$ cat src/verilog/consoleBus_pkg.sv
/*
 * Console bus definitions
 * Bus widths, the CPU address map, chip register offsets and the
 * fill value for reads that hit nothing
 */
package consoleBus_pkg;

    typedef logic [15:0] addr_t;     // CPU bus address
    typedef logic [7:0]  data_t;     // Bus data byte
    typedef logic [13:0] ramAddr_t;  // 16 KB work RAM
    typedef logic [13:0] cartAddr_t; // Address inside one cartridge window

    // CPU address map
    localparam addr_t RAM_TOP        = 16'h3FFF;
    localparam addr_t CART_LOW_BASE  = 16'h4000;
    localparam addr_t CART_HIGH_BASE = 16'h8000; // Runs up to the GTIA window
    localparam addr_t GTIA_BASE      = 16'hC000; // 256 byte window
    localparam addr_t ANTIC_BASE     = 16'hD400; // 256 byte window

    // GTIA colour registers
    localparam logic [7:0] COLPF0_OFS = 8'h16;
    localparam logic [7:0] COLPF1_OFS = 8'h17;
    localparam logic [7:0] COLPF2_OFS = 8'h18;
    localparam logic [7:0] COLBK_OFS  = 8'h1A;

    // ANTIC screen base pointer, low byte then high byte
    localparam logic [7:0] SCRBASEL_OFS = 8'h02;
    localparam logic [7:0] SCRBASEH_OFS = 8'h03;

    // Open bus value
    localparam data_t UNMAPPED_DATA = 8'hFF;

    // Strobe to read data for registers, cartridge and open bus
    localparam int REG_READ_LATENCY = 2;

endpackage

$ cat src/verilog/busArbiter.sv
/*
 * Work RAM arbiter
 * Playfield DMA has fixed priority, a CPU request waits in a one-entry
 * hold until a cycle without DMA. Each RAM cycle is tagged with its owner
 * so the read data goes back to the right peer
 */
`timescale 1ns/10ps

module busArbiter (
    input  logic                     USER_CLK,
    input  logic                     nRES_L,
    input  logic                     cpuRamReq,
    input  logic                     cpuRamWrite,
    input  consoleBus_pkg::ramAddr_t cpuRamAddr,
    input  consoleBus_pkg::data_t    cpuRamWdata,
    output consoleBus_pkg::data_t    cpuRamRdata,
    output logic                     cpuRamRdValid,
    output logic                     cpuRamDone,
    input  logic                     dmaReq,
    input  consoleBus_pkg::ramAddr_t dmaAddr,
    output logic                     dmaGrant,
    output consoleBus_pkg::data_t    dmaRdata,
    output logic                     dmaRdValid,
    output logic                     ramEn,
    output logic                     ramWrite,
    output consoleBus_pkg::ramAddr_t ramAddr,
    output consoleBus_pkg::data_t    ramWdata,
    input  consoleBus_pkg::data_t    ramRdata
);
    import consoleBus_pkg::*;

    logic     holdValid, holdWrite;
    ramAddr_t holdAddr;
    data_t    holdWdata;
    logic     cpuServe;
    logic     cpuTag, cpuTagRead, dmaTag; // Owner of last cycle's RAM access

    // CPU only gets the RAM when DMA is quiet, like RDY halting the 6502
    assign cpuServe = holdValid && !dmaReq;
    assign dmaGrant = dmaReq;

    assign ramEn    = dmaReq || holdValid;
    assign ramWrite = cpuServe && holdWrite;
    assign ramAddr  = dmaReq ? dmaAddr : holdAddr;
    assign ramWdata = holdWdata;

    // RAM read data fans out to both peers, the tags qualify it
    assign dmaRdata      = ramRdata;
    assign dmaRdValid    = dmaTag;
    assign cpuRamRdata   = ramRdata;
    assign cpuRamRdValid = cpuTagRead;
    assign cpuRamDone    = cpuTag; // Writes and reads alike

    always_ff @(posedge USER_CLK or posedge nRES_L) begin
        if (nRES_L) begin
            holdValid  <= 1'b0;
            cpuTag     <= 1'b0;
            cpuTagRead <= 1'b0;
            dmaTag     <= 1'b0;
        end else begin
            if (cpuServe) begin
                holdValid <= 1'b0;
            end
            if (cpuRamReq) begin
                holdValid <= 1'b1; // memoryMap never has two in flight
            end
            cpuTag     <= cpuServe;
            cpuTagRead <= cpuServe && !holdWrite;
            dmaTag     <= dmaReq;
        end
    end

    always_ff @(posedge USER_CLK) begin
        if (cpuRamReq) begin
            holdWrite <= cpuRamWrite;
            holdAddr  <= cpuRamAddr;
            holdWdata <= cpuRamWdata;
        end
    end

endmodule

$ cat config.mk
export PLATFORM = sky130hd
export DESIGN_NAME = busArbiter
export DESIGN_NICKNAME = d
export VERILOG_FILES = /design/src/verilog/consoleBus_pkg.sv /design/src/verilog/busArbiter.sv
export SDC_FILE = /design/constraint.sdc
export NUM_CORES = 1
export LEC_CHECK = 0
export ABC_CLOCK_PERIOD_IN_PS = 900
export BUFFER_PORTS_ARGS = -buffer_cell sky130_fd_sc_hd__buf_2
export CAP_MARGIN = 20
export CORE_AREA = 4 4 60 67
export CTS_BUF_LIST = sky130_fd_sc_hd__clkbuf_2
export DETAILED_ROUTE_END_ITERATION = 10
export DIE_AREA = 0 0 64 71
export PLACE_DENSITY = 0.75
export SLEW_MARGIN = 10
export SYNTH_ARGS = -nofsm -noshare
export SYNTH_HDL_FRONTEND = slang
export SYNTH_SLANG_ARGS = --single-unit
$ cat constraint.sdc
create_clock -name USER_CLK -period 0.9 [get_ports USER_CLK]
set_input_delay 0.18 -clock USER_CLK [delete_from_list [all_inputs] [get_ports USER_CLK]]
set_output_delay 0.18 -clock USER_CLK [all_outputs]
set_load 0.01 [all_outputs]
==> results of run 1 <==
-- worst min-delay path by stage --
| stage | start | to | slack (ns) | cells after the start |
|---|---|---|---|---|
| 3_5_place_dp | nRES_L | cpuRamDone | 0.07 | 2 |
| 3_3_place_gp | nRES_L | cpuRamRdValid | 0.06 | 2 |
| 4_1_cts | dmaReq | dmaRdValid | 0.07 | 1 |
| 6_report | dmaReq | dmaRdValid | 0.08 | 1 |
| 2_1_floorplan | nRES_L | cpuRamDone | -0.05 | 1 |
| 5_1_grt | dmaReq | dmaRdValid | 0.06 | 1 |
-- state kept, by name, summed over array words and instances, names as in the netlist --
name,count
cpuRamDone,1
cpuRamRdValid,1
dmaRdValid,1
holdAddr,14
holdValid,1
holdWrite,1
ramWdata,8
-- Yosys cell counts, drive strengths merged --
cell type,count,area [µm²]
buf,19,159
mux2,14,176
and2b,1,8.76
inv,1,3.75
and3b,1,10.0
edfxtp,23,691
dfrtp,4,100
a21o,1,8.76
nor3b,1,7.51
or2,1,6.26
-- final cells by class --
cell class,count,area (µm²),area share [%]
Timing Repair Buffer,93,691,38.4
Inverter,1,3.75,0.208
Tap cell,48,60.1,3.34
Sequential cell,27,791,43.9
Clock buffer,4,20.0,1.11
Multi-Input combinational cell,19,235,13.1
-- power by group through the flow --
stage,sequential [mW],clock [mW],combinational [mW]
after floorplan,1.53,0,0.236
after global placement,1.51,0,0.369
after detailed placement,1.52,0,0.378
after CTS,1.49,0.471,0.547
after global routing,1.50,0.509,0.599
final,1.49,0.453,0.558
-- routing by layer --
metal / track usage [%] / routed length, µm / vias to the layer above
met4: 6.47 / 91 / 0
met5: 0 / 0 / -
li1: - / - / 376
met1: 10.6 / 826 / 375
met3: 2.86 / 152 / 8
met2: 26.9 / 1760 / 37
-- kinds of logic after synthesis --
family | count (synthesis)
AOI/OAI and AO/OA | 1
buffers and inverters | 20
DFF | 27
muxes | 14
and+or+nand+nor | 4
-- critical path: cells and delay by family, from the launching register on --
kind / cells / cell delay, ns
buffers and inverters: 1 / 0.12
muxes: 1 / 0.29
DFF: 1 / 0.44
-- through the flow --
step / power, mW / utilization, % / setup TNS, ns
finish: 2.50 / 54.1 / -8.81
global route: 2.61 / 54.1 / -10.76
CTS: 2.51 / 53.6 / -9.49
detailed placement: 1.90 / 42.6 / -7.51
global placement: 1.88 / 42.6 / -6.58
floorplan: 1.77 / - / -0.0584
-- timing repair --
item,in CTS,in global routing
endpoints found under the setup margin,28,27
hold buffers,24,0
pin swaps,1,1
resized for setup,18,4
endpoints found under the hold margin,27,0
==> results.md, run 1 <==
- Die Ht: 71 µm
- Slew margin rel.: 65.9%
- Internal power: 1.93 mW
- Power Dens Cells: 1390 nW/µm²
- Yosys cell types: 13
- Peak supply drop: 0.000834 V
- Reg2reg end: cpuRamDone
- Net switching share of the total power: 22.8%
- # setup viols final: 27
- Largest net degree at the start of global routing: 25
- Total Wirelength: 2830 µm
- Nets: 194
- Seq/Total Area, Yosys: 67.5%
- CP endpoint kind: primary output
- Dpl cells: 164
- Worst EP required: 0.72 ns
- Bufs on Longest Clock Path: 2
- Via density: 4.15
- Final period util: 153%
- GRT Util Overall: 12.8%
- Dpl hpwl: 1960 µm
- # diodes: 0
- Syn Nets: 115
- MaxCap Viol Count: 0
- Most frequent cells in the layout: buf_2 (51), dlygate4sd3_1 (24), edfxtp_1 (23)
- Initial Util: 35.2%
- # Post-CTS Setup Buffers: 0
- CP Cell Sequence: mux2_4 -> buf_6
- Hold WS: 0.0834 ns
- Dpl cell area: 1420 µm²
- Fin crit period: 1.37 ns
- Most common cell after layout, fill and taps aside: buf_2
- Die X: 64 µm
- Simple-Gate Fraction of Synth Area: 2.78%
- WP data arrival: 1.19 ns
- Vias in the first global route: 949
- Clk pwr share: 18.1%
- Area Overhead vs Synth: 53.7%
- Min-delay worst type: input pin to register
- Core Box Area: 3330 µm²
- Crit Path Max Fanout: 1
- Post-synthesis xor/xnor area fraction: 0%
- Sink Count: 27
- CTS tree: built
- Synth warnings: 0
- Worst-margin pin slew: 0.512 ns
- Mux contribution to synthesized area: 15.1%
- Global-route wire length before repair: 4430 µm
- DR vias: 796
- Mapped Area: 1170 µm²
- Die area: 4540 µm²
- Post-Layout Cell Count: 192
- Crit path from: holdAddr[10]
- Initial antenna violation count: 0
- Worst R2R Setup Slack: 0.04 ns
- RSZ-0062 raised after global routing: true
- Reg2Reg Depth: 2
- FP Rows: 22
- Final Hold Viols: 0
- Fraction of layout instances using a drive strength above 1: 63.2%
- Post-DRT Antenna Nets: 0
- Post-Place Worst Slack: -0.364 ns
- Final setup margin: -0.475 ns
- Fill cells: 289
- Io pins: 93
- Slowest stage cell, crit path: edfxtp_1
- Worst-Skew Late Latency: 0.34 ns
- DRC violations left: 0
- Violated checks: setup timing
- Crit Path Class: register to primary output
- Status: finished, violations left
- Clock transition at path regs: 0.25 ns
- Port buffer count: 68
- Final Cell Area: 1800 µm²
- First-pass DRT Iterations: 2
- Largest family of logic cells by synthesized area: multiplexers
- H-tree depth: 1
- Initial DRC count: 9
- GPL Wtd Cong: 0.748
- Adder-Cell Fraction of Synth Area: 0%
- CP startpoint kind: register
- Max Freq: 727 MHz
- Logic pwr share: 22.3%
- Post-Synthesis Cells: 66
- Worst Setup EP: ramAddr[10]
- Slew Limit Fails: 0
- Flop pwr share: 59.6%
- CP max stage delay: 0.44 ns
- Layout Skew: 0.000445 ns
- Clock buffer count from CTS: 3
- Seq cells post-synth: 27
- Gr ovfl total: 0
- Leakage power total: 0.818 nW
- Net Sw Power: 570 µW
- Compound-Gate Fraction of Synth Area: 0.748%
- Wire per inst: 14.7 µm
- Syn_area_per_cell: 17.7 µm²
- Clock root cell: clkbuf_2
- Reg2reg start: holdValid
(Power assumes the default switching activity.)
==> inputs of run 2 (changes only) <==
ABC_AREA = 1   (was default)
CORE_AREA = 4 4 60 68   (was 4 4 60 67)
DIE_AREA = 0 0 64 72   (was 0 0 64 71)
==> run 2 against run 1 <==
  * The run still ends with setup timing left
  * Design area decreased by 1.0%
  * Sequential cell count unchanged
  * Worst hold slack improved by 0.075 ns
  * Wire length is 4.4% lower
  * Register-to-register slack about the same
  * Maximum frequency grew 4.9%
  * Critical path depth grew 2
  * Area after synthesis rose by 0.96%
  * Synthesized cell count rose by 52%
  * Die area up 1.4%
  * Worst setup slack improved by 0.064 ns
  * Final cell count is 21% higher
==> results.md, run 2 <==
- Status: finished, violations left
- Violated checks: setup timing
- Clock transition at path regs: 0.23 ns
- Final Hold Viols: 0
- Io pins: 93
- H-tree depth: 1
- CP endpoint kind: primary output
- Most common cell after layout, fill and taps aside: buf_2
- CTS tree: built
- Crit Path Class: register to primary output
- Reg2Reg Depth: 4
- Cell taking the most area after synthesis: edfxtp_1
- Port buffer count: 68
- Net Sw Power: 569 µW
- Gr ovfl total: 0
- Core Box Area: 3480 µm²
- FP Rows: 23
- Nets: 233
- Internal power: 1.85 mW
- Yosys cell types: 11
- Worst Path Buf+Inv: 2
- Clock buffer count from CTS: 3
- MaxCap Viol Count: 0
- Worst R2R Setup Slack: 0.05 ns
- CP startpoint kind: register
- Mapped Area: 1180 µm²
- Syn_area_per_cell: 11.8 µm²
- First-pass DRT Iterations: 2
- WP data arrival: 1.13 ns
- Global-route wire length before repair: 4400 µm
- Max Freq: 763 MHz
- Dpl hpwl: 1940 µm
- Fraction of layout instances using a drive strength above 1: 48.6%
- Reg2reg end: holdValid
- Initial DRC count: 9
- Reg2reg start: holdValid
- # setup viols final: 27
- Crit Path Max Fanout: 2
- Worst Setup EP: ramWrite
- Largest Register: holdAddr
- Die Ht: 72 µm
- Die area: 4610 µm²
- DR vias: 915
- Post-synth EDFFs: 23
- Worst-Skew Late Latency: 0.34 ns
- Max reg flops: 14
- Power Dens Cells: 1360 nW/µm²
- Seq/Total Area, Yosys: 66.9%
- Cell with the most instances after synthesis: nand2_1
- Top cell type's share of synthesized area: 58.4%
- Total Wirelength: 2700 µm
- Initial antenna violation count: 0
- Leakage power total: 0.883 nW
- Sink Count: 27
- Largest net degree at the start of global routing: 16
- Worst EP required: 0.72 ns
- # diodes: 0
- Final period util: 146%
- Slew Limit Fails: 0
- CP Cell Sequence: buf_6 -> nand2_4 -> nor2_1 -> buf_2
- Vias in the first global route: 1,011
- Post-Place Worst Slack: -0.0544 ns
- WP depth: 4
- Flop pwr share: 61.6%
- Final setup margin: -0.411 ns
- Initial Util: 34.0%
- GPL Wtd Cong: 0.719
- Main synth FF type: edfxtp_1
- Post-Synthesis Cells: 100
- Die X: 64 µm
- Area Overhead vs Synth: 50.7%
- Cell family with most CP delay: flip-flops
- Net switching share of the total power: 23.5%
- GRT Util Overall: 12.4%
- Crit path from: holdValid
- Synth top area cells: edfxtp_1 (58%), nand2_1 (12%), buf_4 (11%)
- Fin util: 51.2%
- Wire per inst: 11.6 µm
- Clk pwr share: 18.0%
- Synth warnings: 0
- Worst-margin pin slew: 0.225 ns
- RSZ-0062 raised after global routing: true
- Clock root cell: clkbuf_2
- Post-DRT Antenna Nets: 0
- Layout Skew: 0.000216 ns
- Slew margin rel.: 85.0%
- Fin crit period: 1.31 ns
- Slowest stage cell, crit path: dfrtp_1
- DRC violations left: 0
- Asr flop ratio synth: 14.8%
- Logic pwr share: 20.5%
- Most frequent cells in the layout: buf_2 (66), nand2_1 (37), dlygate4sd3_1 (24)
- Via density: 3.93
- Design Power: 2.42 mW
- Commonest cells post-synth: nand2_1 (39), edfxtp_1 (23), buf_4 (17)
- Seq cells post-synth: 27
- Min-delay worst type: input pin to register
- Peak supply drop: 0.00111 V
- CP max stage delay: 0.44 ns
- Bufs on Longest Clock Path: 2
- Syn Nets: 149
==> run 2: cells by family after synthesis <==
| family | count (synthesis) | synth area share (%) |
|---|---|---|
| and+or+nand+nor | 48 | 16.7 |
| DFF | 27 | 66.9 |
| buffers and inverters | 25 | 16.4 |
==> run 2: worst min-delay path by stage <==
stage	from	end	slack (ns)	depth (start not counted)
after floorplan	nRES_L	cpuRamDone	-0.05	1
after global placement	nRES_L	dmaRdValid	0.06	2
final	dmaReq	dmaRdValid	0.16	2
after CTS	cpuRamAddr[1]	holdAddr[1]	0.0007	1
after detailed placement	nRES_L	holdValid	0.06	2
after global routing	dmaReq	dmaRdValid	0.12	2
==> run 2: per-stage QoR <==
stage	area (µm²)	setup TNS, ns	hold slack (ns)	instances
after detailed placement	1480	-0.478	0.0633	203
final	1780	-6.39	0.158	233
after global placement	1480	-0.368	0.0617	203
after global routing	1780	-8.46	0.123	233
after CTS	1760	-6.99	0.000698	232
after floorplan	1180	0	-0.0539	100
==> run 2: area by class of cell <==
class,instances,area [µm²]
Sequential cell,27,791
Multi-Input combinational cell,48,210
Tap cell,50,62.6
Clock buffer,4,20.0
Fill cell,322,1700
Timing Repair Buffer,99,674
Inverter,5,23.8
==> run 2: routing by layer <==
metal / up-vias / part of all wire (%) / track usage (%)
met2: 37 / 56 / 23.4
met5: - / 0 / 0
li1: 465 / - / -
met3: 17 / 9.2 / 3.72
met4: 0 / 3.2 / 7.67
met1: 396 / 31 / 11.4
==> run 2: what timing repair did <==
| item | CTS | global route |
|---|---|---|
| hold endpoints to repair | 26 | 1 |
| resized for setup | 4 | 3 |
| hold buffers | 23 | 1 |
| pin swaps | 15 | 1 |
| buffers inserted | 2 | 0 |
| setup endpoints to repair | 27 | 27 |
==> run 2: power by group through the flow <==
stage                     clock network, mW  logic [mW]  registers [mW]
final                                 0.435       0.496            1.49
after global routing                  0.499       0.549            1.50
after CTS                             0.452       0.487            1.49
after detailed placement                  0       0.394            1.52
after global placement                    0       0.389            1.51
after floorplan                           0       0.220            1.54
