### src/verilog/consoleBus_pkg.sv
/*
 * Console bus definitions
 * Bus widths, the CPU address map, chip register offsets and the
 * fill value for reads that hit nothing
 */
package consoleBus_pkg;

    typedef logic [15:0] addr_t;     // CPU bus address
    typedef logic [7:0]  data_t;     // Bus data byte
    typedef logic [13:0] ramAddr_t;  // 16 KB work RAM
    typedef logic [13:0] cartAddr_t; // Address inside one cartridge window

    // CPU address map
    localparam addr_t RAM_TOP        = 16'h3FFF;
    localparam addr_t CART_LOW_BASE  = 16'h4000;
    localparam addr_t CART_HIGH_BASE = 16'h8000; // Runs up to the GTIA window
    localparam addr_t GTIA_BASE      = 16'hC000; // 256 byte window
    localparam addr_t ANTIC_BASE     = 16'hD400; // 256 byte window

    // GTIA colour registers
    localparam logic [7:0] COLPF0_OFS = 8'h16;
    localparam logic [7:0] COLPF1_OFS = 8'h17;
    localparam logic [7:0] COLPF2_OFS = 8'h18;
    localparam logic [7:0] COLBK_OFS  = 8'h1A;

    // ANTIC screen base pointer, low byte then high byte
    localparam logic [7:0] SCRBASEL_OFS = 8'h02;
    localparam logic [7:0] SCRBASEH_OFS = 8'h03;

    // Open bus value
    localparam data_t UNMAPPED_DATA = 8'hFF;

    // Strobe to read data for registers, cartridge and open bus
    localparam int REG_READ_LATENCY = 2;

endpackage

### src/verilog/memoryMap.sv
/*
 * CPU memory map
 * Registers each CPU strobe, decodes it into RAM, cartridge, chip register
 * or open bus, holds the colour and screen base registers and returns
 * read data with a fixed latency for everything that is not RAM
 */
`timescale 1ns/10ps

module memoryMap (
    input  logic                      USER_CLK,
    input  logic                      nRES_L,
    input  logic                      cpuStrobe,
    input  logic                      cpuWrite,
    input  consoleBus_pkg::addr_t     cpuAddr,
    input  consoleBus_pkg::data_t     cpuWdata,
    output consoleBus_pkg::data_t     cpuRdata,
    output logic                      cpuRdValid,
    output logic                      cpuBusy,
    output logic                      cartSelLow,
    output logic                      cartSelHigh,
    output consoleBus_pkg::cartAddr_t cartAddr,
    input  consoleBus_pkg::data_t     cartData,
    output logic                      cpuRamReq,
    output logic                      cpuRamWrite,
    output consoleBus_pkg::ramAddr_t  cpuRamAddr,
    output consoleBus_pkg::data_t     cpuRamWdata,
    input  consoleBus_pkg::data_t     cpuRamRdata,
    input  logic                      cpuRamRdValid,
    input  logic                      cpuRamDone,
    output consoleBus_pkg::data_t     colbk,
    output consoleBus_pkg::data_t     colpf0,
    output consoleBus_pkg::data_t     colpf1,
    output consoleBus_pkg::data_t     colpf2,
    output consoleBus_pkg::addr_t     scrBase
);
    import consoleBus_pkg::*;

    localparam int RET_STAGES = REG_READ_LATENCY - 1; // Request stage is the first

    logic                  reqValid, reqWrite;
    addr_t                 reqAddr;
    data_t                 reqWdata;
    logic                  isRam, isCartLow, isCartHigh, isGtia, isAntic;
    logic [7:0]            regOfs;
    data_t                 regValue, rdMux;
    logic [RET_STAGES-1:0] retValid;
    data_t                 retData [RET_STAGES];
    logic                  accessDone;

    // Decode of the registered request
    assign isRam      = (reqAddr <= RAM_TOP);
    assign isCartLow  = (reqAddr >= CART_LOW_BASE) && (reqAddr < CART_HIGH_BASE);
    assign isCartHigh = (reqAddr >= CART_HIGH_BASE) && (reqAddr < GTIA_BASE);
    assign isGtia     = (reqAddr[15:8] == GTIA_BASE[15:8]);
    assign isAntic    = (reqAddr[15:8] == ANTIC_BASE[15:8]);
    assign regOfs     = reqAddr[7:0];

    always_comb begin
        regValue = UNMAPPED_DATA; // Unused offsets read as open bus
        if (isGtia) begin
            case (regOfs)
                COLBK_OFS:  regValue = colbk;
                COLPF0_OFS: regValue = colpf0;
                COLPF1_OFS: regValue = colpf1;
                COLPF2_OFS: regValue = colpf2;
                default:    regValue = UNMAPPED_DATA;
            endcase
        end else if (isAntic) begin
            case (regOfs)
                SCRBASEL_OFS: regValue = scrBase[7:0];
                SCRBASEH_OFS: regValue = scrBase[15:8];
                default:      regValue = UNMAPPED_DATA;
            endcase
        end
    end

    assign rdMux = (isCartLow || isCartHigh) ? cartData : regValue;

    // Cartridge chip selects live for the request cycle only
    assign cartSelLow  = !(reqValid && isCartLow);
    assign cartSelHigh = !(reqValid && isCartHigh);
    assign cartAddr    = reqAddr[13:0];

    assign cpuRamReq   = reqValid && isRam;
    assign cpuRamWrite = reqWrite;
    assign cpuRamAddr  = reqAddr[13:0];
    assign cpuRamWdata = reqWdata;

    // RAM data arrives on its own schedule and never meets the fixed path
    assign cpuRdValid = retValid[RET_STAGES-1] || cpuRamRdValid;
    assign cpuRdata   = cpuRamRdValid ? cpuRamRdata : retData[RET_STAGES-1];

    assign accessDone = retValid[RET_STAGES-1] || cpuRamDone
                        || (reqValid && reqWrite && !isRam);

    always_ff @(posedge USER_CLK or posedge nRES_L) begin
        if (nRES_L) begin
            reqValid <= 1'b0;
            retValid <= '0;
            cpuBusy  <= 1'b0;
        end else begin
            reqValid    <= cpuStrobe;
            retValid[0] <= reqValid && !reqWrite && !isRam;
            for (int i = 1; i < RET_STAGES; i++) begin
                retValid[i] <= retValid[i-1];
            end
            if (cpuStrobe) begin
                cpuBusy <= 1'b1;
            end else if (accessDone) begin
                cpuBusy <= 1'b0;
            end
        end
    end

    always_ff @(posedge USER_CLK) begin
        if (cpuStrobe) begin
            reqWrite <= cpuWrite;
            reqAddr  <= cpuAddr;
            reqWdata <= cpuWdata;
        end
        retData[0] <= rdMux; // cartData sampled here
        for (int i = 1; i < RET_STAGES; i++) begin
            retData[i] <= retData[i-1];
        end
    end

    // Chip registers
    always_ff @(posedge USER_CLK or posedge nRES_L) begin
        if (nRES_L) begin
            colbk   <= '0;
            colpf0  <= '0;
            colpf1  <= '0;
            colpf2  <= '0;
            scrBase <= '0;
        end else if (reqValid && reqWrite) begin
            if (isGtia) begin
                case (regOfs)
                    COLBK_OFS:  colbk  <= reqWdata;
                    COLPF0_OFS: colpf0 <= reqWdata;
                    COLPF1_OFS: colpf1 <= reqWdata;
                    COLPF2_OFS: colpf2 <= reqWdata;
                    default: ;
                endcase
            end
            if (isAntic) begin
                case (regOfs)
                    SCRBASEL_OFS: scrBase[7:0]  <= reqWdata;
                    SCRBASEH_OFS: scrBase[15:8] <= reqWdata;
                    default: ;
                endcase
            end
        end
    end

endmodule

### config.mk
export PLATFORM = sky130hd
export DESIGN_NAME = memoryMap
export DESIGN_NICKNAME = d
export VERILOG_FILES = /design/src/verilog/consoleBus_pkg.sv /design/src/verilog/memoryMap.sv
export SDC_FILE = /design/constraint.sdc
export NUM_CORES = 1
export LEC_CHECK = 0
export ABC_AREA = 1
export BUFFER_PORTS_ARGS = -buffer_cell sky130_fd_sc_hd__buf_4
export CAP_MARGIN = 20
export CORE_MARGIN = 10
export CORE_UTILIZATION = 25
export DETAILED_ROUTE_END_ITERATION = 7
export GPL_ROUTABILITY_DRIVEN = 0
export PLACE_DENSITY = 0.52
export SLEW_MARGIN = 20
export SYNTH_ARGS = -nofsm -noshare
export SYNTH_HDL_FRONTEND = slang
export SYNTH_SLANG_ARGS = --single-unit
### constraint.sdc
create_clock -name USER_CLK -period 1.8 [get_ports USER_CLK]
set_clock_uncertainty 0.15 [all_clocks]
set_input_delay 0.09 -clock USER_CLK [delete_from_list [all_inputs] [get_ports USER_CLK]]
set_output_delay 0.09 -clock USER_CLK [all_outputs]
set_load 0.02 [all_outputs]
==> results of run 1 <==
sequential cells by signal, summed over array words and instances (netlist names):
signal,cells
colpf1,8
reqAddr,16
cpuBusy,1
scrBase,16
cpuRamWrite,1
retData,8
reqValid,1
colbk,8
cpuRamWdata,8
colpf2,8
retValid,1
colpf0,8
worst max path at each step:
stage	end	cells after the start
after floorplan	colpf2[0]	8
after global placement	retData[0][0]	10
after detailed placement	retData[0][2]	10
after CTS	retData[0][2]	10
after global routing	colpf1[7]	8
final	colbk[5]	8
cell usage after synthesis, types with 2 or more instances:
cell and n:
inv_2 3, dfrtp_1 51, nand3_4 4, nand2_4 2
nor2_4 9, inv_1 36, clkbuf_1 2, nor2_8 3
buf_4 28, nor2_1 27, nand2_1 149, dfxtp_1 8
nand3_1 41, buf_6 6, buf_8 2, nand2_2 7
edfxtp_1 25, o21ai_2 23, o21ai_1 25, ha_1 4
cell usage in the layout, fill, tap and decap left out, drive strengths merged:
cell type and instances:
buf 180, nand2 158, dfrtp 51, nand3 49, o21ai 49, nor2 41, inv 39, dlygate4sd3 36
edfxtp 25, clkbuf 12, dfxtp 8, clkinv 4, ha 4, and2 2, nor3b 2, nand4 2
or2 1, o31ai 1, clkinvlp 1, bufinv 1
per-layer routing:
layer / global-route usage (%) / part of all wire [%] / vias to the layer above
met1: 14.9 / 43 / 1711
met5: 0 / 0 / -
met2: 19.0 / 47 / 120
li1: - / - / 1883
met3: 5.37 / 9.5 / 10
met4: 2.89 / 0.65 / 0
metrics by stage:
step / cells / setup TNS [ns] / utilization (%)
detailed placement: 803 / -0.0556 / 32.7
floorplan: 467 / 0 / -
finish: 886 / -0.00184 / 39.2
global placement: 803 / 0 / 32.7
global route: 886 / -3.16 / 39.2
CTS: 857 / 0 / 36.8
worst max-delay path, cell delays in order (launching register included):
cell	delay [ns]
edfxtp_1	0.41
nor2_1	0.13
and2_2	0.19
nand2_2	0.13
nor2_8	0.22
buf_4	0.16
nand3_4	0.12
nand2_1	0.08
o21ai_1	0.06
final cells by class:
cell class,count,area (um^2)
tap,220,275
inverter,40,151
multi-input combinational,309,1810
clock inverter,5,50.0
clock buffer,11,253
timing repair buffer,217,1820
sequential,84,2190
fill,1689,10200
power by group:
part / internal [W] / switching [W] / total (W)
registers: 0.00205 / 0.0000527 / 0.00211
clock network: 0.00114 / 0.000751 / 0.00189
logic: 0.000359 / 0.000461 / 0.000819
total: 0.00355 / 0.00126 / 0.00482
cell families after synthesis:
logic type / Yosys count / synth area share, %
flops: 84 / 50.8
buf+inv: 79 / 11.3
simple gates: 250 / 28.8
compound gates: 50 / 7.88
fa+ha+maj: 4 / 1.16
repair_timing:
action,in CTS,in global routing
cloned,0,7
endpoints found under the setup margin,7,48
hold buffers,36,0
pin swaps,0,20
endpoints found under the hold margin,86,0
setup buffers,2,22
gates resized for setup,0,36
==> impl_metrics.json, run 1 <==
{
  "post-place-ws_ns": -0.0182,
  "fin_ws_ns": -0.00111,
  "worst_pin_slew_ns": 0.444,
  "maxCapViolations": 0,
  "async_reset_ff_share_pct": 60.7,
  "period_needed_ns": 1.80,
  "antenna_found_initial": 0,
  "r2r-start": "reqAddr[9]",
  "core_area_mm2": 0.0167,
  "reg2reg_depth": 8,
  "ys_top_cells_by_area": "dfrtp_1 (30%), edfxtp_1 (17%), nand2_1 (13%), buf_4 (4.9%), nand3_1 (4.8%)",
  "status": "finished, violations left",
  "ys_seq_area_share_pct": 50.8,
  "crit_start": "reqAddr[9]",
  "ys_seq_elements": 84,
  "wirelength_um": 14700,
  "die_h_um": 151,
  "cp.arrival_ns": 1.86,
  "via_per_inst": 4.20,
  "num_rows": 47,
  "r2r_slack_ns": -0.001,
  "ctsHtreeMaxLevel": 3,
  "grt_start_max_net_pins": 36,
  "grt_pass1_wl_um": 21200,
  "yosys.area.top_type": "dfrtp_1",
  "cts_tree": "built",
  "cp.required_ns": 1.86,
  "diodes": 0,
  "io_pins": 144,
  "path_class": "flip-flop to flip-flop",
  "ys_types": 32,
  "dr.pass1.iters": 4,
  "ys_warn_count": 0,
  "worst-path-max-fanout": 8,
  "synth_flop_cell": "dfrtp_1",
  "drt.antenna.violating_nets": 0,
  "start_util_pct": 25.8,
  "drt_iter0_markers": 201,
  "syn-num-nets": 517,
  "num_vias": 3724,
  "grt_pass1_vias": 3747,
  "synth.top_cell.area_share_pct": 29.7,
  "critPathLaunchType": "flip-flop",
  "die_x_um": 151,
  "netlist_area_mm2": 0.00430,
  "power_density_mw_per_mm2": 736,
  "holdWs_ns": 0.157,
  "drc": 0,
  "rsz0062_at_grt": "true",
  "end_kind": "flip-flop",
  "clkTransAtPathRegs_ns": 0.06,
  "max_freq_ghz": 0.555,
  "report.final.hold_viol_count": 0,
  "clk_latency_ns": 0.34,
  "grt_usage_pct": 12.1,
  "design_area_mm2": 0.00655,
  "io_buffers": 143,
  "place_area_mm2": 0.00547,
  "dieArea_mm2": 0.0229,
  "cts_buffer_depth": 2,
  "grt_overflow_total": 0,
  "synthCells": 467,
  "syn_avg_cell_area_um2": 9.21,
  "area_growth_pct": 52.1,
  "slew-limit-headroom_pct": 70.4,
  "cts_buffers": 9,
  "drv_slew": 0,
  "totalPowerFinal_w": 0.00482,
  "cts.sinks": 84,
  "period_share_pct": 100,
  "max-vdd-ir-drop_v": 0.000384,
  "power.leakage_nw": 3.10,
  "drive_gt1_share_pct": 42.9,
  "dp_hpwl_um": 10700,
  "synth_edf_count": 25,
  "r2r_end": "colbk[5]",
  "avgRoutedWirePerCell_um": 16.6,
  "violations": "negative setup slack",
  "layout.nets": 711,
  "final-setup-viol-count": 2,
  "cts_root_buffer": "clkbuf_16",
  "hold_path.class": "primary input to async pin"
}
No activity file was read; power rests on OpenSTA's default activity.
==> run 2, diff against run 1 <==
- CTS_BUF_LIST: unset -> sky130_fd_sc_hd__clkbuf_4
==> impl_metrics.json, run 2 (same netlist as run 1, synthesis figures left out) <==
{
  "status": "finished, violations left",
  "violations": "negative setup slack",
  "worst_pin_slew_ns": 0.427,
  "drt_iter0_markers": 190,
  "via_per_inst": 4.29,
  "path_class": "flip-flop to flip-flop",
  "antenna_found_initial": 0,
  "crit_path_top_delay_cell": "edfxtp_1",
  "die_h_um": 151,
  "maxCapViolations": 0,
  "layout.nets": 719,
  "cts_tree": "built",
  "cts_buffer_depth": 2,
  "crit_start": "reqAddr[14]",
  "period_needed_ns": 1.86,
  "avgRoutedWirePerCell_um": 16.6,
  "num_rows": 47,
  "die_x_um": 151,
  "drv_slew": 0,
  "clkTransAtPathRegs_ns": 0.14,
  "dr.pass1.iters": 4,
  "worstPathCellList": "ha_2 > nor3b_4 > nand2_4 > nor2_8 > buf_4 > nand3_4 > nand2_1 > o21ai_2",
  "min-delay-start": "cpuAddr[8]",
  "grt_pass1_vias": 3742,
  "period_share_pct": 103,
  "core_area_mm2": 0.0167,
  "power.leakage_nw": 3.09,
  "critPathLaunchType": "flip-flop",
  "grt_overflow_total": 0,
  "io_buffers": 143,
  "layout_commonest_cell": "buf_4",
  "holdWs_ns": 0.187,
  "grt_start_max_net_pins": 36,
  "diodes": 0,
  "cp.required_ns": 2.00,
  "start_util_pct": 25.8,
  "reg_top3": "reqAddr (16), scrBase (16)",
  "cts_buffers": 9,
  "io_pins": 144,
  "dp_hpwl_um": 10700,
  "clk_latency_ns": 0.46,
  "numPlacedInstances": 803,
  "cp.arrival_ns": 2.06,
  "end_kind": "flip-flop",
  "drc": 0,
  "grt_pass1_wl_um": 21300,
  "slew-limit-headroom_pct": 71.5,
  "hold_path.class": "primary input to flip-flop",
  "area_growth_pct": 51.4,
  "max-vdd-ir-drop_v": 0.000342,
  "wirelength_um": 14800,
  "critPathMaxStageDelay_ns": 0.41,
  "dieArea_mm2": 0.0229,
  "rsz0062_at_grt": "true",
  "cts.sinks": 84,
  "max_freq_ghz": 0.539,
  "power_density_mw_per_mm2": 616,
  "final-setup-viol-count": 31,
  "report.final.hold_viol_count": 0,
  "num_vias": 3835,
  "r2r-start": "reqAddr[14]",
  "drt.antenna.violating_nets": 0,
  "ctsHtreeMaxLevel": 3,
  "stdcell_count": 894,
  "cts_root_buffer": "clkbuf_4",
  "grt_usage_pct": 12.2,
  "worst-path-max-fanout": 8,
  "final_cell_mix": "buf_4 (172), nand2_1 (139), dfrtp_1 (51), dlygate4sd3_1 (37), inv_1 (32)",
  "drive_gt1_share_pct": 44.5,
  "fin_ws_ns": -0.0559
}
run 2: cell types whose count changed in the layout (fill, tap and decap cells not counted), sizes merged:
cell	delta
buf	+7
clkbuf	-2
clkinv	+2
dlygate4sd3	+1
run 2: path summary, 6_finish.rpt:
kind | depth (start not counted) | to | slack [ns]
max in group asynchronous | 5 | colbk[5] | 0.39
worst max-delay path | 8 | colbk[2] | -0.06
min in group asynchronous | 4 | scrBase[5] | 0.57
worst min register to register | 1 | retValid | 0.34
worst max register to register | 8 | colbk[2] | -0.06
worst min-delay path | 2 | reqAddr[8] | 0.19
run 2: critical path: cells and delay by family (launching register included):
kind / cells / cell delay, ns
compound gates: 1 / 0.06
fa+ha+maj: 1 / 0.20
buf+inv: 1 / 0.17
flops: 1 / 0.41
simple gates: 5 / 0.77
run 2: per-layer routing:
layer / track usage [%] / wire length (um) / share of wire [%]
met1: 15.0 / 6230 / 42
met2: 19.0 / 6980 / 47
met3: 4.92 / 1420 / 9.6
met4: 4.04 / 211 / 1.4
met5: 0 / 0 / 0
run 2: cell type report:
class / instances / area, um^2
multi-input cells: 309 / 1870
fillers: 1694 / 10200
repair buffers: 225 / 1910
inverters: 40 / 151
clock inverters: 7 / 57.6
clock buffers: 9 / 67.6
well taps: 220 / 275
flip-flops and latches: 84 / 2190
run 2: through the flow:
stage	power [W]	setup WS (ns)	instance area (um^2)	TNS [ns]	util [%]
finish	0.00401	-0.0559	6520	-0.792	39.0
floorplan	0.00253	0.136	4300	0	-
global placement	0.00282	0.00280	5470	0	32.7
detailed placement	0.00283	-0.0182	5470	-0.0556	32.7
global route	0.00422	-0.150	6520	-4.50	39.0
CTS	0.00398	0.0000491	5980	0	35.8
run 2: where the power goes:
group          switching (W)  leakage, nW  total (W)  internal [W]
registers          0.0000542         1.02    0.00211       0.00205
clock network       0.000668       0.0659    0.00107      0.000403
logic               0.000465         2.01   0.000837      0.000372
run 2: what timing repair did:
action                     4_1_cts  5_1_grt
gates resized for setup          0       58
hold endpoints to repair       111        0
pin swaps                        0       21
hold buffers                    37        0
setup endpoints to repair        8       49
cloned                           0        6
setup buffers                    2       30
