## src/verilog/consoleBus_pkg.sv

```systemverilog
/*
 * Console bus definitions
 * Bus widths, the CPU address map, chip register offsets and the
 * fill value for reads that hit nothing
 */
package consoleBus_pkg;

    typedef logic [15:0] addr_t;     // CPU bus address
    typedef logic [7:0]  data_t;     // Bus data byte
    typedef logic [13:0] ramAddr_t;  // 16 KB work RAM
    typedef logic [13:0] cartAddr_t; // Address inside one cartridge window

    // CPU address map
    localparam addr_t RAM_TOP        = 16'h3FFF;
    localparam addr_t CART_LOW_BASE  = 16'h4000;
    localparam addr_t CART_HIGH_BASE = 16'h8000; // Runs up to the GTIA window
    localparam addr_t GTIA_BASE      = 16'hC000; // 256 byte window
    localparam addr_t ANTIC_BASE     = 16'hD400; // 256 byte window

    // GTIA colour registers
    localparam logic [7:0] COLPF0_OFS = 8'h16;
    localparam logic [7:0] COLPF1_OFS = 8'h17;
    localparam logic [7:0] COLPF2_OFS = 8'h18;
    localparam logic [7:0] COLBK_OFS  = 8'h1A;

    // ANTIC screen base pointer, low byte then high byte
    localparam logic [7:0] SCRBASEL_OFS = 8'h02;
    localparam logic [7:0] SCRBASEH_OFS = 8'h03;

    // Open bus value
    localparam data_t UNMAPPED_DATA = 8'hFF;

    // Strobe to read data for registers, cartridge and open bus
    localparam int REG_READ_LATENCY = 2;

endpackage

```

## src/verilog/playfieldFetch.sv

```systemverilog
/*
 * Playfield fetcher
 * On each line start, DMA-reads one line of screen bytes from work RAM
 * and maps each byte through the colour registers to one pixel
 */
`timescale 1ns/10ps

module playfieldFetch #(
    parameter int LINE_BYTES  = 40,
    parameter int FRAME_LINES = 192
) (
    input  logic                     USER_CLK,
    input  logic                     nRES_L,
    input  logic                     frameStart,
    input  logic                     lineStart,
    input  consoleBus_pkg::addr_t    scrBase,
    input  consoleBus_pkg::data_t    colbk,
    input  consoleBus_pkg::data_t    colpf0,
    input  consoleBus_pkg::data_t    colpf1,
    input  consoleBus_pkg::data_t    colpf2,
    output logic                     dmaReq,
    output consoleBus_pkg::ramAddr_t dmaAddr,
    input  logic                     dmaGrant,
    input  consoleBus_pkg::data_t    dmaRdata,
    input  logic                     dmaRdValid,
    output logic                     pixValid,
    output consoleBus_pkg::data_t    pixColor
);
    import consoleBus_pkg::*;

    localparam int LINE_W = (FRAME_LINES > 1) ? $clog2(FRAME_LINES) : 1;
    localparam int CNT_W  = $clog2(LINE_BYTES + 1);

    logic [LINE_W-1:0] lineNum, startLine;
    logic [CNT_W-1:0]  issueLeft; // Bytes still to request
    logic [CNT_W-1:0]  recvLeft;  // Bytes still to come back
    logic              lineBusy, lineDone;
    addr_t             lineBase;
    data_t             pickColor;

    // A frame start in the same cycle already counts as line 0
    assign startLine = frameStart ? '0 : lineNum;
    assign lineBase  = scrBase + addr_t'(startLine) * addr_t'(LINE_BYTES);
    assign dmaReq    = (issueLeft != '0);

    always_ff @(posedge USER_CLK or posedge nRES_L) begin
        if (nRES_L) begin
            lineNum   <= '0;
            issueLeft <= '0;
            recvLeft  <= '0;
            lineBusy  <= 1'b0;
            lineDone  <= 1'b0;
            dmaAddr   <= '0;
            pixValid  <= 1'b0;
        end else begin
            pixValid <= dmaRdValid;
            lineDone <= dmaRdValid && (recvLeft == CNT_W'(1)); // Lines up with last pixel
            if (lineStart && !lineBusy) begin
                lineBusy  <= 1'b1;
                issueLeft <= CNT_W'(LINE_BYTES);
                recvLeft  <= CNT_W'(LINE_BYTES);
                dmaAddr   <= ramAddr_t'(lineBase); // Wraps inside the RAM
            end else begin
                if (dmaGrant) begin
                    issueLeft <= issueLeft - 1'b1;
                    dmaAddr   <= dmaAddr + 1'b1;
                end
                if (dmaRdValid) begin
                    recvLeft <= recvLeft - 1'b1;
                end
                if (lineDone) begin
                    lineBusy <= 1'b0;
                end
            end
            if (frameStart) begin
                lineNum <= '0;
            end else if (lineDone) begin
                lineNum <= (lineNum == LINE_W'(FRAME_LINES - 1)) ? '0 : lineNum + 1'b1;
            end
        end
    end

    // Two low bits pick background or one of three playfield colours
    always_comb begin
        case (dmaRdata[1:0])
            2'd0:    pickColor = colbk;
            2'd1:    pickColor = colpf0;
            2'd2:    pickColor = colpf1;
            default: pickColor = colpf2;
        endcase
    end

    always_ff @(posedge USER_CLK) begin
        if (dmaRdValid) begin
            pixColor <= pickColor;
        end
    end

endmodule

```

## config.mk

```make
export PLATFORM = sky130hd
export DESIGN_NAME = playfieldFetch
export DESIGN_NICKNAME = d
export VERILOG_FILES = /design/src/verilog/consoleBus_pkg.sv /design/src/verilog/playfieldFetch.sv
export SDC_FILE = /design/constraint.sdc
export NUM_CORES = 1
export LEC_CHECK = 0
export ABC_AREA = 1
export ABC_CLOCK_PERIOD_IN_PS = 6400
export BUFFER_PORTS_ARGS = -buffer_cell sky130_fd_sc_hd__buf_2
export CAP_MARGIN = 20
export CELL_PAD_IN_SITES_DETAIL_PLACEMENT = 1
export CELL_PAD_IN_SITES_GLOBAL_PLACEMENT = 2
export CORE_MARGIN = 2
export CORE_UTILIZATION = 32
export CTS_BUF_LIST = sky130_fd_sc_hd__clkbuf_4 sky130_fd_sc_hd__clkbuf_8 sky130_fd_sc_hd__clkbuf_16
export DETAILED_ROUTE_END_ITERATION = 10
export GPL_TIMING_DRIVEN = 0
export PLACE_DENSITY = 0.95
export REMOVE_ABC_BUFFERS = 1
export SLEW_MARGIN = 20
export SYNTH_ARGS = -nofsm -noshare
export SYNTH_HDL_FRONTEND = slang
export SYNTH_SLANG_ARGS = --single-unit
```

## constraint.sdc

```tcl
create_clock -name USER_CLK -period 6.4 [get_ports USER_CLK]
set_input_delay 0.32 -clock USER_CLK [delete_from_list [all_inputs] [get_ports USER_CLK]]
set_output_delay 0.32 -clock USER_CLK [all_outputs]
set_load 0.02 [all_outputs]
```

==> out/results.tsv, run 1 <==
metric	value	unit
outcome	finished clean	
cts_tree	yes	
crit_arrival	3890	ps
netlist_top_cells_area	dfrtp_1, nand2_1, ha_1, edfxtp_1, inv_1	
grt_pass1_wl	16.7	mm
grt_overflow	0	
reg2reg_to	dmaAddr[13]	
place_congestion	0.886	
cap_violations	0	
portBuffers	77	
finClkSkew	7.85	ps
grtUsageTotal	17.8	%
ys_async_sr_fraction	82.2	%
ys_seq_area_share	34.5	%
clock.fmax	270	MHz
synthFlopType	dfrtp_1	
cts_buffers	5	
pre_cts_slack	2670	ps
fin_setup_tns	0	ps
place_inst	680	
slowest_stage	dfrtp_1	
finalWorstSetupSlack	2700	ps
synth_top_area_cell	dfrtp_1	
routed_wl	9.69	mm
synthTopCellsByCount	nand2_1, inv_1, nor2_1	
setup_viol	0	
leakage	2.08	nW
slowest_delay	480	ps
grt_pass1_vias	3696	
period_minus_slack	3700	ps
post_cts_buffers	0	
antenna_found_initial	0	
seq_power_share	42.9	%
r2r_cells	20	
path_max_fanout	7	
total_switching_power	484	uW
switching_share	43.4	%
die_h	107	um
design.core.area	0.0103	mm^2
tightest_slew	532	ps
diodes	0	
vias_per_cell	5.11	
htree_levels	2	
first_pass_iters	4	
fillCellCount	1360	
final_layout_size_suffix_gt1_share	18.1	%
fp.dieW	107	um
crit_chain	inv_1 -> nor3_1 -> nor2_1 -> ha_1 -> fa_1 -> nand3_1 -> nand2_1 -> nand2_1 -> nand2_1 -> a21oi_1 -> xor2_1 -> ha_1 -> inv_1 -> o21bai_1 -> a21oi_1 -> nand2_1 -> nor2_1 -> nand3_1 -> nand3_1 -> a21oi_1	
placed_area	0.00393	mm^2
synthDistinctLibCells	35	
r2r_slack	2700	ps
yosysWarnings	0	
hold_class	in2reg	
synth_top_area_share	27.4	%
grt_max_degree	29	
timing_max_transition_violations_final	0	
io_pins	86	
clockBufferDepth	2	
finalCritPeriodShare	57.8	%
syn_inst	471	
clk_transition_reported_paths	90	ps
drtAntennaViolNets	0	
clkPwrFrac	17.1	%
path_delay_family	simple AND/OR/NAND/NOR gates	
dpl.hpwl	7.76	mm
clock_latency	310	ps
slew_headroom	64.4	%
ys_ff_latch	45	
intPower	631	uW
hold_path_end	dmaAddr[0]	
synth_edf_count	8	
rsz0062_at_grt	no	
hold_viol	0	
cts.root.buffer_cell	clkbuf_8	
die_area	0.0114	mm^2
power_frac_comb	40.0	%
syn_area	0.00338	mm^2
path_common_cell	nand2_1	
cellPowerDensity	277	mW/mm^2
cts_sinks	45	
num_rows	37	
min_from	scrBase[0]	
ir_worst_vdd	0.111	mV
synthMostInstantiatedCell	nand2_1	
fin_cells	689	
start_util	32.8	%
holdWs	246	ps
postSynthAreaPerCell	7.17	um^2
reg2reg_from	lineNum[1]	
cp.required	6590	ps
dr.first_iter.drc_count	141	
routedWlPerCell	14.1	um
finalInstanceArea	0.00403	mm^2
layout.nets	641	
crit_buf_inv	2	
endpoint_kind	flop	
min_path_cells	3	
critPathKind	reg2reg	
startpoint_type	flop	
vias	3519	
drc	0	
area_growth	19.4	%
-- repair_timing --
action / CTS / global route
endpoints found under the setup margin: 0 / 0
endpoints found under the hold margin: 9 / 0
gates resized for setup: 0 / 0
hold buffers: 1 / 0
-- routing by layer --
layer	vias up	track usage [%]	part of all wire, %
li1	1735	-	-
met1	1697	21.7	45
met2	75	32.3	49
met3	12	3.47	4.7
met4	0	3.90	1.2
met5	-	0	0
-- logic make-up after synthesis --
group           after synthesis  synth area share [%]
buf+inv                      71                  8.01
compound gates               75                  13.2
fa+ha+maj                    27                  10.2
xor+xnor                     11                  2.85
flops                        45                  34.5
simple gates                242                  31.1
-- power groups by stage --
stage               registers (mW)  clock network, mW  logic, mW
floorplan                    0.515                  0      0.251
global placement             0.475                  0      0.426
detailed placement           0.483                  0      0.448
CTS                          0.477              0.195      0.451
global route                 0.494              0.206      0.512
finish                       0.478              0.191      0.446
-- tightest hold or removal path, cell delays in order --
cell and delay (ps):
buf_2 80, nand2_1 40, o211ai_1 80
-- metrics by stage --
step	utilization, %	total power [mW]
2_1_floorplan	-	0.766
3_3_place_gp	38.0	0.902
3_5_place_dp	38.2	0.931
4_1_cts	39.2	1.12
5_1_grt	39.2	1.21
6_report	39.2	1.11
-- sequential cells by signal, indices dropped and copies added, names as in the netlist --
signal and cells:
lineNum 8, pixValid 1, dmaAddr 14, issueLeft 6, lineDone 1, lineBusy 1
recvLeft 6, pixColor 8
-- cell type report --
type / count / area (um^2) / share of cell area (%)
tap: 136 / 170 / 4.22
clock buffer: 7 / 83.8 / 2.08
timing repair buffer: 79 / 415 / 10.3
multi-input combinational: 355 / 1940 / 48.1
inverter: 66 / 248 / 6.15
sequential: 45 / 1170 / 28.9
clock inverter: 1 / 7.51 / 0.186
-- layout by cell type (no fill, tap or decap), drive strengths merged --
| cell type | count |
|---|---|
| a31oi | 5 |
| a22oi | 2 |
| or2 | 3 |
| xnor2 | 4 |
| xor2 | 7 |
| nor3 | 11 |
| nand2 | 119 |
| o21ai | 25 |
| dlygate4sd3 | 1 |
| clkinvlp | 1 |
| dfrtp | 37 |
| a211oi | 1 |
| clkbuf | 7 |
| fa | 1 |
| buf | 78 |
| nand4 | 16 |
| a21oi | 27 |
| nand3 | 42 |
| a21boi | 2 |
| ha | 26 |
| nand3b | 4 |
| o211ai | 5 |
| a32oi | 1 |
| inv | 66 |
| o22ai | 2 |
| or4 | 1 |
| o21bai | 2 |
| edfxtp | 8 |
| o31ai | 3 |
| nor2 | 46 |
-- how the worst max path moves through the flow --
stage	cells after the start	startpoint	slack [ps]	end
2_1_floorplan	21	lineNum[1]	3390	dmaAddr[13]
3_3_place_gp	20	frameStart	2800	dmaAddr[13]
3_5_place_dp	20	frameStart	2670	dmaAddr[13]
4_1_cts	20	lineNum[1]	2680	dmaAddr[13]
5_1_grt	20	lineNum[1]	2270	dmaAddr[13]
6_report	20	lineNum[1]	2700	dmaAddr[13]
Note: power is estimated with default switching activity, not from simulation.
==> run 2, diff against run 1 <==
--- a/config.mk
+++ b/config.mk
@@ -6,17 +6,17 @@
 export NUM_CORES = 1
 export LEC_CHECK = 0
 export ABC_AREA = 1
-export ABC_CLOCK_PERIOD_IN_PS = 6400
+export ABC_CLOCK_PERIOD_IN_PS = 3400
 export BUFFER_PORTS_ARGS = -buffer_cell sky130_fd_sc_hd__buf_2
 export CAP_MARGIN = 20
 export CELL_PAD_IN_SITES_DETAIL_PLACEMENT = 1
 export CELL_PAD_IN_SITES_GLOBAL_PLACEMENT = 2
 export CORE_MARGIN = 2
-export CORE_UTILIZATION = 32
+export CORE_UTILIZATION = 26
 export CTS_BUF_LIST = sky130_fd_sc_hd__clkbuf_4 sky130_fd_sc_hd__clkbuf_8 sky130_fd_sc_hd__clkbuf_16
 export DETAILED_ROUTE_END_ITERATION = 10
 export GPL_TIMING_DRIVEN = 0
-export PLACE_DENSITY = 0.95
+export PLACE_DENSITY = 0.83
 export REMOVE_ABC_BUFFERS = 1
 export SLEW_MARGIN = 20
 export SYNTH_ARGS = -nofsm -noshare
==> constraint.sdc (replaced) <==
create_clock -name USER_CLK -period 3.4 [get_ports USER_CLK]
set_input_delay 0.17 -clock USER_CLK [delete_from_list [all_inputs] [get_ports USER_CLK]]
set_output_delay 0.17 -clock USER_CLK [all_outputs]
set_load 0.02 [all_outputs]
==> run 2 against run 1 <==
  * Worst setup slack lost 2500 ps
  * Via count shrank 1.1%
  * Sequential share of layout area shrank 1.6 points
  * Highest routed layer unchanged
  * Critical endpoint unchanged
  * Critical path type unchanged
==> out/results.tsv, run 2 (synthesized netlist as in run 1, its figures left out) <==
metric	value	unit	change
slowest_stage	dfrtp_1		
period_minus_slack	3200	ps	-500 ps
vias	3480		-1.1%
crit_cells	21		+5.0%
rsz0062_at_grt	yes		
routedWlPerCell	13.8	um	-1.9%
grt_pass1_wl	16.9	mm	+1.4%
clk_transition_reported_paths	60	ps	-30 ps
clock_latency	280	ps	-30 ps
timing_max_transition_violations_final	0		unchanged
path_max_fanout	4		-3
pre_cts_slack	-264	ps	-2940 ps
fp.dieW	118	um	+11%
drtAntennaViolNets	0		unchanged
layout.nets	647		+0.94%
fillCellCount	1610		+18%
r2r_cells	21		+5.0%
finClkSkew	5.03	ps	-2.82 ps
min_path_cells	3		unchanged
grt_pass1_vias	3648		-1.3%
drc	0		unchanged
die_area	0.0139	mm^2	+22%
routed_wl	10.1	mm	+4.1%
endpoint	dmaAddr[13]		
dr.first_iter.drc_count	113		-20%
diodes	0		unchanged
reg_top3	dmaAddr x14, lineNum x8, pixColor x8		
cts_sinks	45		unchanged
reg2reg_from	lineNum[4]		
crit_arrival	3410	ps	-480 ps
critPathKind	reg2reg		
path_common_cell	nand2_1		
path_delay_family	adder cells		
htree_levels	2		unchanged
finalWorstSetupSlack	200	ps	-2500 ps
grt_overflow	0		unchanged
area_growth	26.3	%	
layout_commonest_cell	nand2_1		
clock.fmax	313	MHz	+16%
place_inst	716		+5.3%
num_rows	41		+11%
dpl.hpwl	8.07	mm	+4.0%
placed_area	0.00397	mm^2	+1.1%
startpoint_type	flop		
cts.root.buffer_cell	clkbuf_16		
design.core.area	0.0127	mm^2	+23%
endpoint_kind	flop		
tightest_slew	536	ps	+4.37 ps
mostFrequentLayoutCells	nand2_1, buf_2, inv_1		
total_power	2.30	mW	+110%
slew_headroom	64.1	%	-0.29 points
critPathLaunch	lineNum[4]		
crit_buf_inv	3		+1
die_h	118	um	+11%
r2r_slack	200	ps	-2500 ps
final_layout_size_suffix_gt1_share	22.0	%	+3.9 points
outcome	finished clean		
leakage	2.16	nW	+3.7%
hold_viol	0		unchanged
setup_viol	0		unchanged
slowest_delay	410	ps	-70 ps
antenna_found_initial	0		unchanged
cap_violations	0		unchanged
cts_buffers	5		unchanged
largest-register	dmaAddr		
start_util	26.6	%	-6.2 points
finalInstanceArea	0.00426	mm^2	+5.8%
place_congestion	0.815		-8.0%
largest_reg_flops	14		unchanged
finalCritPeriodShare	94.1	%	+36 points
cellPowerDensity	539	mW/mm^2	+95%
cts_tree	yes		
reg2reg_to	dmaAddr[13]		
fin_cells	731		+6.1%
clockBufferDepth	2		unchanged
crit_chain	inv_1 -> nor2_2 -> ha_1 -> fa_2 -> nand3_1 -> nand2_1 -> nand2_1 -> nand2_1 -> a21oi_2 -> xor2_1 -> ha_1 -> nand2_2 -> nor2_2 -> inv_1 -> nor2_1 -> nand2_1 -> inv_1 -> nor2_1 -> nand3_1 -> nand3_2 -> a21oi_1		
grtUsageTotal	14.4	%	-3.4 points
vias_per_cell	4.76		-6.8%
first_pass_iters	4		unchanged
cp.required	3610	ps	-2980 ps
hold_class	in2reg		
portBuffers	77		unchanged
grt_max_degree	31		+6.9%
ir_worst_vdd	0.229	mV	+110%
io_pins	86		unchanged
run 2: report_power, final:
part / switching (mW) / internal [mW]
sequential: 0.186 / 0.716
clock: 0.200 / 0.353
combinational: 0.531 / 0.314
total: 0.916 / 1.38
run 2: metrics by stage:
step	utilization [%]	hold WS, ps	setup TNS, ps
floorplan	-	201	0
finish	33.7	120	0
global route	33.7	133	-61.1
detailed placement	31.4	102	-264
CTS	33.1	116	0
global placement	31.2	406	-219
run 2: layer usage:
layer  wire length [um]  part of all wire [%]  vias up  global-route usage (%)
li1                   -                     -     1751                       -
met1               4600                    46     1647                    18.1
met2               4950                    49       73                    25.8
met3                472                   4.7        9                    3.25
met4                 72                  0.71        0                    2.11
met5                  0                     0        -                       0
run 2: worst min path at each step:
stage          slack [ps]           end       start
2_1_floorplan         200      pixValid  dmaRdValid
3_3_place_gp          410    dmaAddr[1]  scrBase[1]
3_5_place_dp          100  issueLeft[2]      nRES_L
5_1_grt               130    dmaAddr[1]  scrBase[1]
6_report              120    dmaAddr[0]  scrBase[0]
4_1_cts               120    dmaAddr[0]  scrBase[0]
run 2: what timing repair did:
action,in CTS,in global routing
resized for setup,5,16
hold buffers,1,0
endpoints found under the hold margin,7,0
setup buffers,4,2
pin swaps,3,5
endpoints found under the setup margin,2,3
run 2: cell type report:
type / instances / area (um^2) / share of cell area (%)
clock buffers: 6 / 133 / 3.11
clock inverters: 2 / 33.8 / 0.792
well taps: 172 / 215 / 5.05
flip-flops and latches: 45 / 1170 / 27.4
repair buffers: 85 / 460 / 10.8
inverters: 66 / 248 / 5.81
multi-input cells: 355 / 2010 / 47.1
run 2: worst reg2reg max path: stages (launching register included):
cell     delay [ps]
dfrtp_1         410
inv_1           120
nor2_2           60
ha_1            330
fa_2            410
nand3_1          90
nand2_1         100
nand2_1          80
nand2_1          60
a21oi_2         120
xor2_1          100
ha_1            380
nand2_2          80
nor2_2          150
inv_1            60
nor2_1           90
nand2_1          70
inv_1            60
nor2_1           40
nand3_1          80
nand3_2         100
a21oi_1         150
